[config.mk]
export PLATFORM = sky130hd
export DESIGN_NAME = digitizerTop
export DESIGN_NICKNAME = d
export VERILOG_FILES = /design/src/verilog/digitizerPkg.sv /design/src/verilog/captureCtrlIf.sv /design/src/verilog/uartRx.sv /design/src/verilog/cmdDecoder.sv /design/src/verilog/captureControl.sv /design/src/verilog/sampleFifo.sv /design/src/verilog/uartTransmitter.sv /design/src/verilog/digitizerTop.sv
export VERILOG_INCLUDE_DIRS = /design/src /design/src/verilog
export SDC_FILE = /design/constraint.sdc
export NUM_CORES = 1
export LEC_CHECK = 0
export ABC_AREA = 1
export BUFFER_PORTS_ARGS = -buffer_cell sky130_fd_sc_hd__buf_2
export CAP_MARGIN = 10
export CORE_MARGIN = 4
export CORE_UTILIZATION = 30
export CTS_CLUSTER_SIZE = 25
export DETAILED_ROUTE_END_ITERATION = 6
export PLACE_DENSITY_LB_ADDON = 0.12
export SYNTH_ARGS = -nofsm -noshare
export SYNTH_HDL_FRONTEND = slang
export SYNTH_SLANG_ARGS = --single-unit
[constraint.sdc]
create_clock -name clk -period 5.5 [get_ports clk]
set_input_delay 0.55 -clock clk [delete_from_list [all_inputs] [get_ports clk]]
set_output_delay 0.55 -clock clk [all_outputs]
set_load 0.01 [all_outputs]
[src/verilog/digitizer_defines.svh]
`ifndef DIGITIZER_DEFINES_SVH
`define DIGITIZER_DEFINES_SVH

// --------------------
// Serial line timing
// --------------------
// System clocks per UART bit, both directions
`define CLKS_PER_BIT 16

// --------------------
// Capture storage
// --------------------
// Sample FIFO holds 2**N words
`define FIFO_DEPTH_LOG2 4
// Words per burst until the host sends a length
`define DEFAULT_BURST 4

`endif

[src/verilog/digitizerPkg.sv]
package digitizerPkg;

    // One registered ADC word
    typedef logic [31:0] sample_t;

    // --------------------
    // Host command bytes
    // --------------------
    localparam logic [7:0] CMD_ARM      = 8'h41;  // 'A'
    localparam logic [7:0] CMD_FORCE    = 8'h46;  // 'F'
    localparam logic [7:0] CMD_ECHO_ON  = 8'h45;  // 'E'
    localparam logic [7:0] CMD_ECHO_OFF = 8'h65;  // 'e'
    // 'L', the byte after it is the burst length
    localparam logic [7:0] CMD_LENGTH   = 8'h4c;

    // --------------------
    // FSM encodings
    // --------------------
    typedef enum logic [1:0] {
        CAP_IDLE,
        CAP_ARMED,
        CAP_CAPTURING
    } captureState_t;

    typedef enum logic {
        DEC_COMMAND,
        DEC_LENGTH_ARG
    } decodeState_t;

    typedef enum logic [1:0] {TX_IDLE, TX_START, TX_DATA, TX_STOP} txState_t;

endpackage

[src/verilog/captureCtrlIf.sv]
`timescale 1ns/10ps

interface captureCtrlIf;
    // Request a new capture, one-cycle pulse
    logic       arm;
    // Trigger now, without waiting for an edge
    logic       forceTrigger;
    // Words per burst, 0 stands for 256
    logic [7:0] burstLen;
    // Capture armed or running
    logic       active;

    modport decoder (
        output arm, forceTrigger, burstLen,
        input  active
    );
    modport capture (
        input  arm, forceTrigger, burstLen,
        output active
    );
endinterface

[src/verilog/uartRx.sv]
`timescale 1ns/10ps

`include "digitizer_defines.svh"

module uartRx (
    input  logic       clk,
    input  logic       rst,
    input  logic       rxd,
    output logic [7:0] rxByte,
    output logic       rxStrobe
);

    localparam int cntWidth = $clog2(`CLKS_PER_BIT);
    localparam int halfBit  = `CLKS_PER_BIT / 2;

    // Two-flop synchronizer on the serial input
    logic                rxMeta;
    logic                rxSync;

    // Frame in progress
    logic                busy;
    // Clocks left to the next bit centre
    logic [cntWidth-1:0] clkCount;
    // 0 start bit, 1..8 data, 9 stop
    logic [3:0]          bitIndex;
    logic [7:0]          shiftReg;

    always_ff @(posedge clk) begin
        if (rst) begin
            rxMeta <= 1'b1;
            rxSync <= 1'b1;
        end else begin
            rxMeta <= rxd;
            rxSync <= rxMeta;
        end
    end

    // --------------------
    // Frame sampler
    // --------------------
    always_ff @(posedge clk) begin
        if (rst) begin
            busy     <= 1'b0;
            clkCount <= '0;
            bitIndex <= '0;
            rxStrobe <= 1'b0;
        end else begin
            rxStrobe <= 1'b0;
            if (!busy) begin
                bitIndex <= '0;
                // Line dropped, aim for the middle of the start bit
                if (!rxSync) begin
                    busy     <= 1'b1;
                    clkCount <= cntWidth'(halfBit - 1);
                end
            end else if (clkCount != '0) begin
                clkCount <= clkCount - 1'b1;
            end else begin
                // At a bit centre
                clkCount <= cntWidth'(`CLKS_PER_BIT - 1);
                bitIndex <= bitIndex + 4'd1;
                if (bitIndex == 4'd0) begin
                    // Start bit gone high again, only a glitch
                    if (rxSync) begin
                        busy <= 1'b0;
                    end
                end else if (bitIndex == 4'd9) begin
                    busy     <= 1'b0;
                    rxByte   <= shiftReg;
                    // Low stop bit is a framing error, byte dropped
                    rxStrobe <= rxSync;
                end else begin
                    // LSB first, shift in from the top
                    shiftReg <= {rxSync, shiftReg[7:1]};
                end
            end
        end
    end

endmodule

[src/verilog/cmdDecoder.sv]
`timescale 1ns/10ps

`include "digitizer_defines.svh"

module cmdDecoder (
    input  logic          clk,
    input  logic          rst,
    input  logic [7:0]    rxByte,
    input  logic          rxStrobe,
    output logic [7:0]    echoByte,
    output logic          echoStrobe,
    output logic          echoOn,
    captureCtrlIf.decoder ctrl
);

    import digitizerPkg::*;

    decodeState_t state;

    // --------------------
    // Command interpreter
    // --------------------
    always_ff @(posedge clk) begin
        if (rst) begin
            state             <= DEC_COMMAND;
            echoOn            <= 1'b0;
            echoStrobe        <= 1'b0;
            ctrl.arm          <= 1'b0;
            ctrl.forceTrigger <= 1'b0;
            ctrl.burstLen     <= 8'(`DEFAULT_BURST);
        end else begin
            // Control pulses last a single cycle
            ctrl.arm          <= 1'b0;
            ctrl.forceTrigger <= 1'b0;

            // Echo follows the mode from before this byte
            echoStrobe <= rxStrobe && echoOn;

            if (rxStrobe) begin
                echoByte <= rxByte;
                case (state)
                    DEC_COMMAND: begin
                        case (rxByte)
                            // No new arm while a capture is pending
                            CMD_ARM:      ctrl.arm <= !ctrl.active;
                            CMD_FORCE:    ctrl.forceTrigger <= 1'b1;
                            CMD_ECHO_ON:  echoOn <= 1'b1;
                            CMD_ECHO_OFF: echoOn <= 1'b0;
                            // Length value comes in the next byte
                            CMD_LENGTH:   state <= DEC_LENGTH_ARG;
                            // Unknown codes fall through
                            default: ;
                        endcase
                    end
                    DEC_LENGTH_ARG: begin
                        // Raw byte, 0 means a full 256-word burst
                        ctrl.burstLen <= rxByte;
                        state         <= DEC_COMMAND;
                    end
                    default: begin
                        state <= DEC_COMMAND;
                    end
                endcase
            end
        end
    end

endmodule

[src/verilog/captureControl.sv]
`timescale 1ns/10ps

module captureControl (
    input  logic                  clk,
    input  logic                  rst,
    input  digitizerPkg::sample_t adcData,
    input  logic                  adcStrobe,
    input  logic                  dataTrigger,
    input  logic                  full,
    output digitizerPkg::sample_t wrData,
    output logic                  wrEn,
    output logic                  capturing,
    output logic                  armed,
    output logic                  overflow,
    captureCtrlIf.capture         ctrl
);

    import digitizerPkg::*;

    captureState_t state;

    // Trigger input, registered then edge detected
    logic          trigSync;
    logic          trigPrev;
    logic          trigEdge;

    // Strobes still to take in this burst, up to 256
    logic [8:0]    remaining;

    assign trigEdge     = trigSync && !trigPrev;
    assign armed        = (state == CAP_ARMED);
    assign capturing    = (state == CAP_CAPTURING);
    assign ctrl.active  = (state != CAP_IDLE);

    always_ff @(posedge clk) begin
        if (rst) begin
            trigSync <= 1'b0;
            trigPrev <= 1'b0;
        end else begin
            trigSync <= dataTrigger;
            trigPrev <= trigSync;
        end
    end

    // --------------------
    // Arm / trigger FSM
    // --------------------
    always_ff @(posedge clk) begin
        if (rst) begin
            state     <= CAP_IDLE;
            remaining <= '0;
            wrEn      <= 1'b0;
            overflow  <= 1'b0;
        end else begin
            wrEn <= 1'b0;
            case (state)
                CAP_IDLE: begin
                    if (ctrl.arm) begin
                        state    <= CAP_ARMED;
                        overflow <= 1'b0;
                    end
                end
                CAP_ARMED: begin
                    if (trigEdge || ctrl.forceTrigger) begin
                        state     <= CAP_CAPTURING;
                        remaining <= (ctrl.burstLen == 8'd0) ? 9'd256 : {1'b0, ctrl.burstLen};
                    end
                end
                CAP_CAPTURING: begin
                    if (adcStrobe) begin
                        // Word lands in the FIFO one cycle later
                        wrEn      <= 1'b1;
                        wrData    <= adcData;
                        remaining <= remaining - 9'd1;
                        if (remaining == 9'd1) begin
                            state <= CAP_IDLE;
                        end
                    end
                end
                default: begin
                    state <= CAP_IDLE;
                end
            endcase
            // FIFO refused the registered word, sticky until next arm
            if (wrEn && full) begin
                overflow <= 1'b1;
            end
        end
    end

endmodule

[src/verilog/sampleFifo.sv]
`timescale 1ns/10ps

`include "digitizer_defines.svh"

module sampleFifo #(
    parameter int depthLog2 = `FIFO_DEPTH_LOG2
) (
    input  logic                  clk,
    input  logic                  rst,
    input  digitizerPkg::sample_t wrData,
    input  logic                  wrEn,
    input  logic                  rdEn,
    output digitizerPkg::sample_t rdData,
    output logic                  empty,
    output logic                  full
);

    import digitizerPkg::*;

    localparam int depth = 1 << depthLog2;

    sample_t            mem [depth];

    // Extra top bit tells a full ring from an empty one
    logic [depthLog2:0] wrPtr;
    logic [depthLog2:0] rdPtr;

    logic               doWrite;
    logic               doRead;

    assign empty   = (wrPtr == rdPtr);
    assign full    = (wrPtr[depthLog2] != rdPtr[depthLog2]) &&
                     (wrPtr[depthLog2-1:0] == rdPtr[depthLog2-1:0]);
    // Out-of-range requests are dropped here
    assign doWrite = wrEn && !full;
    assign doRead  = rdEn && !empty;

    // Head word shows without a read
    assign rdData  = mem[rdPtr[depthLog2-1:0]];

    always_ff @(posedge clk) begin
        if (doWrite) begin
            mem[wrPtr[depthLog2-1:0]] <= wrData;
        end
    end

    // --------------------
    // Pointers
    // --------------------
    always_ff @(posedge clk) begin
        if (rst) begin
            wrPtr <= '0;
            rdPtr <= '0;
        end else begin
            if (doWrite) wrPtr <= wrPtr + 1'b1;
            if (doRead)  rdPtr <= rdPtr + 1'b1;
        end
    end

endmodule

[src/verilog/uartTransmitter.sv]
`timescale 1ns/10ps

`include "digitizer_defines.svh"

module uartTransmitter #(
    parameter int clksPerBit = `CLKS_PER_BIT
) (
    input  logic                  clk,
    input  logic                  rst,
    input  logic [7:0]            echoByte,
    input  logic                  echoStrobe,
    input  digitizerPkg::sample_t rdData,
    input  logic                  empty,
    output logic                  rdEn,
    output logic                  txd
);

    import digitizerPkg::*;

    localparam int                  cntWidth  = $clog2(clksPerBit);
    localparam logic [cntWidth-1:0] lastCount = cntWidth'(clksPerBit - 1);

    txState_t            state;
    logic [cntWidth-1:0] clkCount;
    logic [2:0]          bitIndex;
    logic [7:0]          shiftReg;

    // Single echo slot
    logic                echoPending;
    logic [7:0]          echoHold;

    // Unsent part of the current word, next byte on top
    sample_t             wordBuf;
    logic [1:0]          bytesLeft;

    // Something ready for the next frame
    logic                haveByte;

    assign haveByte = echoPending || (bytesLeft != 2'd0) || !empty;

    always_ff @(posedge clk) begin
        if (rst) begin
            state       <= TX_IDLE;
            clkCount    <= '0;
            bitIndex    <= '0;
            txd         <= 1'b1;
            rdEn        <= 1'b0;
            echoPending <= 1'b0;
            bytesLeft   <= '0;
        end else begin
            rdEn <= 1'b0;
            // Echo only into an empty slot, later ones are lost
            if (echoStrobe && !echoPending) begin
                echoPending <= 1'b1;
                echoHold    <= echoByte;
            end

            case (state)
                // --------------------
                // Pick the next byte
                // --------------------
                TX_IDLE: begin
                    clkCount <= '0;
                    if (haveByte) begin
                        txd   <= 1'b0;
                        state <= TX_START;
                    end
                    if (echoPending) begin
                        echoPending <= 1'b0;
                        shiftReg    <= echoHold;
                    end else if (bytesLeft != 2'd0) begin
                        bytesLeft <= bytesLeft - 2'd1;
                        shiftReg  <= wordBuf[31:24];
                        wordBuf   <= wordBuf << 8;
                    end else if (!empty) begin
                        // Pop the head word, MSB goes out first
                        rdEn      <= 1'b1;
                        bytesLeft <= 2'd3;
                        shiftReg  <= rdData[31:24];
                        wordBuf   <= rdData << 8;
                    end
                end
                TX_START: begin
                    clkCount <= clkCount + 1'b1;
                    if (clkCount == lastCount) begin
                        clkCount <= '0;
                        bitIndex <= '0;
                        txd      <= shiftReg[0];
                        shiftReg <= shiftReg >> 1;
                        state    <= TX_DATA;
                    end
                end
                TX_DATA: begin
                    clkCount <= clkCount + 1'b1;
                    if (clkCount == lastCount) begin
                        clkCount <= '0;
                        if (bitIndex == 3'd7) begin
                            txd   <= 1'b1;
                            state <= TX_STOP;
                        end else begin
                            bitIndex <= bitIndex + 3'd1;
                            txd      <= shiftReg[0];
                            shiftReg <= shiftReg >> 1;
                        end
                    end
                end
                TX_STOP: begin
                    clkCount <= clkCount + 1'b1;
                    if (clkCount == lastCount) begin
                        state <= TX_IDLE;
                    end
                end
                default: begin
                    state <= TX_IDLE;
                end
            endcase
        end
    end

endmodule

[src/verilog/digitizerTop.sv]
`timescale 1ns/10ps

`include "digitizer_defines.svh"

module digitizerTop (
    input  logic        clk,
    input  logic        rst,
    input  logic        rxd,
    output logic        txd,
    input  logic [31:0] adcData,
    input  logic        adcStrobe,
    input  logic        dataTrigger,
    output logic [3:0]  led
);

    import digitizerPkg::*;

    // Host receive path
    logic [7:0] rxByte;
    logic       rxStrobe;
    logic [7:0] echoByte;
    logic       echoStrobe;
    logic       echoOn;

    // Sample path
    sample_t    wrData;
    sample_t    rdData;
    logic       wrEn;
    logic       rdEn;
    logic       empty;
    logic       full;

    // Capture status
    logic       armed;
    logic       capturing;
    logic       overflow;

    captureCtrlIf ctrlBus ();

    // --------------------
    // Command side
    // --------------------
    uartRx rx (.clk, .rst, .rxd, .rxByte, .rxStrobe);

    cmdDecoder decoder (
        .clk, .rst, .rxByte, .rxStrobe, .echoByte, .echoStrobe, .echoOn,
        .ctrl (ctrlBus.decoder)
    );

    // --------------------
    // Data side
    // --------------------
    captureControl capture (
        .clk, .rst, .adcData, .adcStrobe, .dataTrigger, .full,
        .wrData, .wrEn, .capturing, .armed, .overflow,
        .ctrl (ctrlBus.capture)
    );

    sampleFifo #(.depthLog2(`FIFO_DEPTH_LOG2)) fifo (
        .clk, .rst, .wrData, .wrEn, .rdEn, .rdData, .empty, .full
    );

    uartTransmitter #(.clksPerBit(`CLKS_PER_BIT)) tx (
        .clk, .rst, .echoByte, .echoStrobe, .rdData, .empty, .rdEn, .txd
    );

    // Armed, capturing, echo, overflow from bit 0 up
    assign led = {overflow, echoOn, capturing, armed};

endmodule

==> impl_metrics.py <==
metrics = {
    "run_status": {
        "status": "completed",
    },
    "die": {
        "fp-row-count": 110,
        "die_w_um": 309,
        "core_um2": 89900,
        "ios": 42,
        "dieArea_um2": 95300,
        "die_y_um": 309,
        "start_util_pct": 30.2,
    },
    "worst_setup_path": {
        "critical_path_class": "reg -> reg",
        "critical_path_required_ns": 5.93,
        "timing.rr.end": "tx.wordBuf[17]",
        "r2r_setup_slack_ns": 2.26,
        "worstPathCellList": "inv_6, buf_4, nand2_1, nand3_1, nand3_1, nand2_1, a21oi_1, a21oi_1",
        "crit_end": "tx.wordBuf[17]",
        "max_stage_delay_ns": 0.77,
        "cp-end-kind": "flip-flop",
        "cp_num_cells": 8,
        "crit_slowest_cell": "buf_4",
        "critPathTopFamily": "buffers and inverters",
        "cp_max_fo": 107,
        "rr_worst_depth": 8,
        "cp_data_arrival_time_ns": 3.67,
        "critPathLaunchType": "flip-flop",
        "critPathBufInv": 2,
    },
    "cts": {
        "htreeDepth": 3,
        "numCtsBuffers": 80,
        "cts.clk_slew.worst_paths_ns": 0.06,
        "ctsRootBufferMaster": "clkbuf_16",
        "ctsResizeCount": 0,
        "cts_max_path_buffers": 3,
        "post_cts_buffers": 0,
        "cts_tree": "built",
        "cts_hold_buf": 0,
        "clkSinkCount": 676,
        "clk_latency_ns": 0.63,
    },
    "synthesis": {
        "synth_xor_area_share_pct": 0.549,
        "yosysSeqAreaShare_pct": 72.3,
        "synthFlopType": "edfxtp_1",
        "synth_fa_ha_area_share_pct": 1.01,
        "yosysTopAreaCellShare_pct": 67.3,
        "synth.most_common_cell": "edfxtp_1",
        "ys_warn_count": 0,
        "synth_compound_area_share_pct": 6.48,
        "synthArstFlopShare_pct": 0,
        "synth.largest_area_cell": "edfxtp_1",
        "synthMuxAreaShare_pct": 0,
        "synth_top_family_by_area": "simple AND/OR/NAND/NOR gates",
        "synth_nets": 2336,
        "synth_edf_count": 608,
        "avgSynthCellArea_um2": 11.9,
        "synth_area_leaders": "edfxtp_1 67%, nand2_1 7.4%, dfxtp_1 5.0%, nand3_1 4.6%, nor2_1 2.7%",
        "ys_ff_latch": 676,
        "ys_top_cells_by_count": "608 x edfxtp_1, 538 x nand2_1, 252 x nand3_1, 195 x nor2_1, 132 x a21oi_1",
        "synth_simple_gate_area_share_pct": 15.4,
        "ys_types": 40,
        "synthCells": 2277,
        "synth.cell_area_um2": 27100,
    },
    "route": {
        "via_per_inst": 4.77,
        "drt_iter0_markers": 1132,
        "drcViolationCount": 0,
        "routed_wl_um": 74800,
        "routedWlPerCell_um": 21.1,
        "via_count": 16900,
        "firstDrtPassIters": 5,
        "ant_nets": 0,
    },
    "timing": {
        "slew_viol_final": 0,
        "rsz0062_at_grt": "no",
        "worst_pin_slew_ns": 1.11,
        "relSlewSlack_pct": 25.7,
        "hold_viol_final": 0,
        "fin_crit_ns": 3.24,
        "post-route-period-util_pct": 58.8,
        "setup_viol_count_final": 0,
        "final.setup.tns_ns": 0,
        "max_freq_ghz": 0.309,
        "clock_skew_ns": 0.0313,
    },
    "final_layout": {
        "nNetsFinal": 2365,
        "syn_to_final_growth_pct": 14.2,
        "drive_gt1_share_pct": 9.07,
        "fin_cells": 3546,
        "antenna_cells": 0,
    },
    "global_routing": {
        "grt_max_degree": 186,
        "grt.total_usage_pct": 15.6,
        "first_global_vias": 16900,
        "antenna_found_initial": 1,
        "grt_pass1_wl_um": 111000,
        "grt_overflow": 0,
    },
    "pwr": {
        "p_leak_nw": 10.8,
        "powerDensity_nw_per_um2": 371,
        "peakVddDrop_mv": 0.251,
    },
    "placement": {
        "portBuffers": 41,
        "numPlacedInstances": 3400,
        "place_hpwl_um": 39300,
        "gp_congestion": 0.741,
    },
    "job": {
        "max-cap-violations": 0,
    },
    "min_path": {
        "hold_path.class": "in -> reg",
    },
}
## metrics by stage
step	power, mW	hold slack [ns]	setup WS (ns)	util, %	instance area [µm²]
after floorplan	6.21	0.389	2.60	-	27100
after global placement	6.54	0.397	2.18	31.7	28500
after detailed placement	6.54	0.398	2.13	31.7	28500
after CTS	11.7	0.0521	2.16	34.5	31000
after global routing	11.9	0.0624	1.93	34.5	31000
final	11.5	0.0959	2.26	34.5	31000
## registers in the layout (all words and copies together), names as in the netlist, 3 cells and up, named ones only
name                   cells
decoder.echoByte           8
tx.echoHold                8
tx.bitIndex                3
fifo.mem                 512
decoder.ctrl.burstLen      8
rx.bitIndex                4
capture.wrData            32
capture.remaining          9
fifo.rdPtr                 5
rx.shiftReg                8
tx.wordBuf                24
rx.clkCount                4
rx.rxByte                  8
tx.clkCount                4
fifo.wrPtr                 5
tx.shiftReg                8
## final cells by class
cell class / count / area [µm²]
repair buffers: 74 / 465
clock buffers: 106 / 2140
flip-flops and latches: 676 / 19600
well taps: 1176 / 1470
multi-input cells: 1366 / 6500
clock inverters: 40 / 364
fillers: 8871 / 58900
inverters: 108 / 415
## routing by layer
| metal | track usage [%] | vias to the layer above | routed length [µm] |
|---|---|---|---|
| met5 | 0 | - | 0 |
| met4 | 4.34 | 0 | 1440 |
| met3 | 2.32 | 92 | 2960 |
| met2 | 25.6 | 306 | 35400 |
| met1 | 21.8 | 8466 | 35000 |
| li1 | - | 8057 | - |
## placed cells by master, fill, tap and decap left out, drive strengths merged, types with 17 or more instances in the layout
| master | n |
|---|---|
| o21ai | 104 |
| clkinv | 31 |
| buf | 74 |
| o31ai | 17 |
| dfxtp | 68 |
| nor2 | 197 |
| a21oi | 132 |
| o211ai | 33 |
| edfxtp | 608 |
| nand2 | 545 |
| nand3 | 252 |
| inv | 111 |
| clkbuf | 106 |
| ha | 22 |
## where the power goes
group	switching [mW]	internal (mW)
Clock	2.10	2.98
Sequential	0.0519	5.66
Combinational	0.520	0.185
## cell families (layout without fill, tap and decap cells)
family	Yosys count	after routing
flops	676	676
buf+inv	235	328
simple gates	1014	1014
fa+ha+maj	22	22
xor+xnor	17	17
compound gates	313	313
## worst min-delay path by stage
stage / startpoint / endpoint / slack, ns / depth (start not counted)
finish: adcData[8] / capture.wrData[8] / 0.1 / 1
floorplan: rx.rxMeta / rx.rxSync / 0.39 / 1
global route: adcData[15] / capture.wrData[15] / 0.06 / 1
detailed placement: rx.rxMeta / rx.rxSync / 0.40 / 1
global placement: rx.rxMeta / rx.rxSync / 0.40 / 1
CTS: adcData[8] / capture.wrData[8] / 0.05 / 1
(Power assumes the default switching activity.)
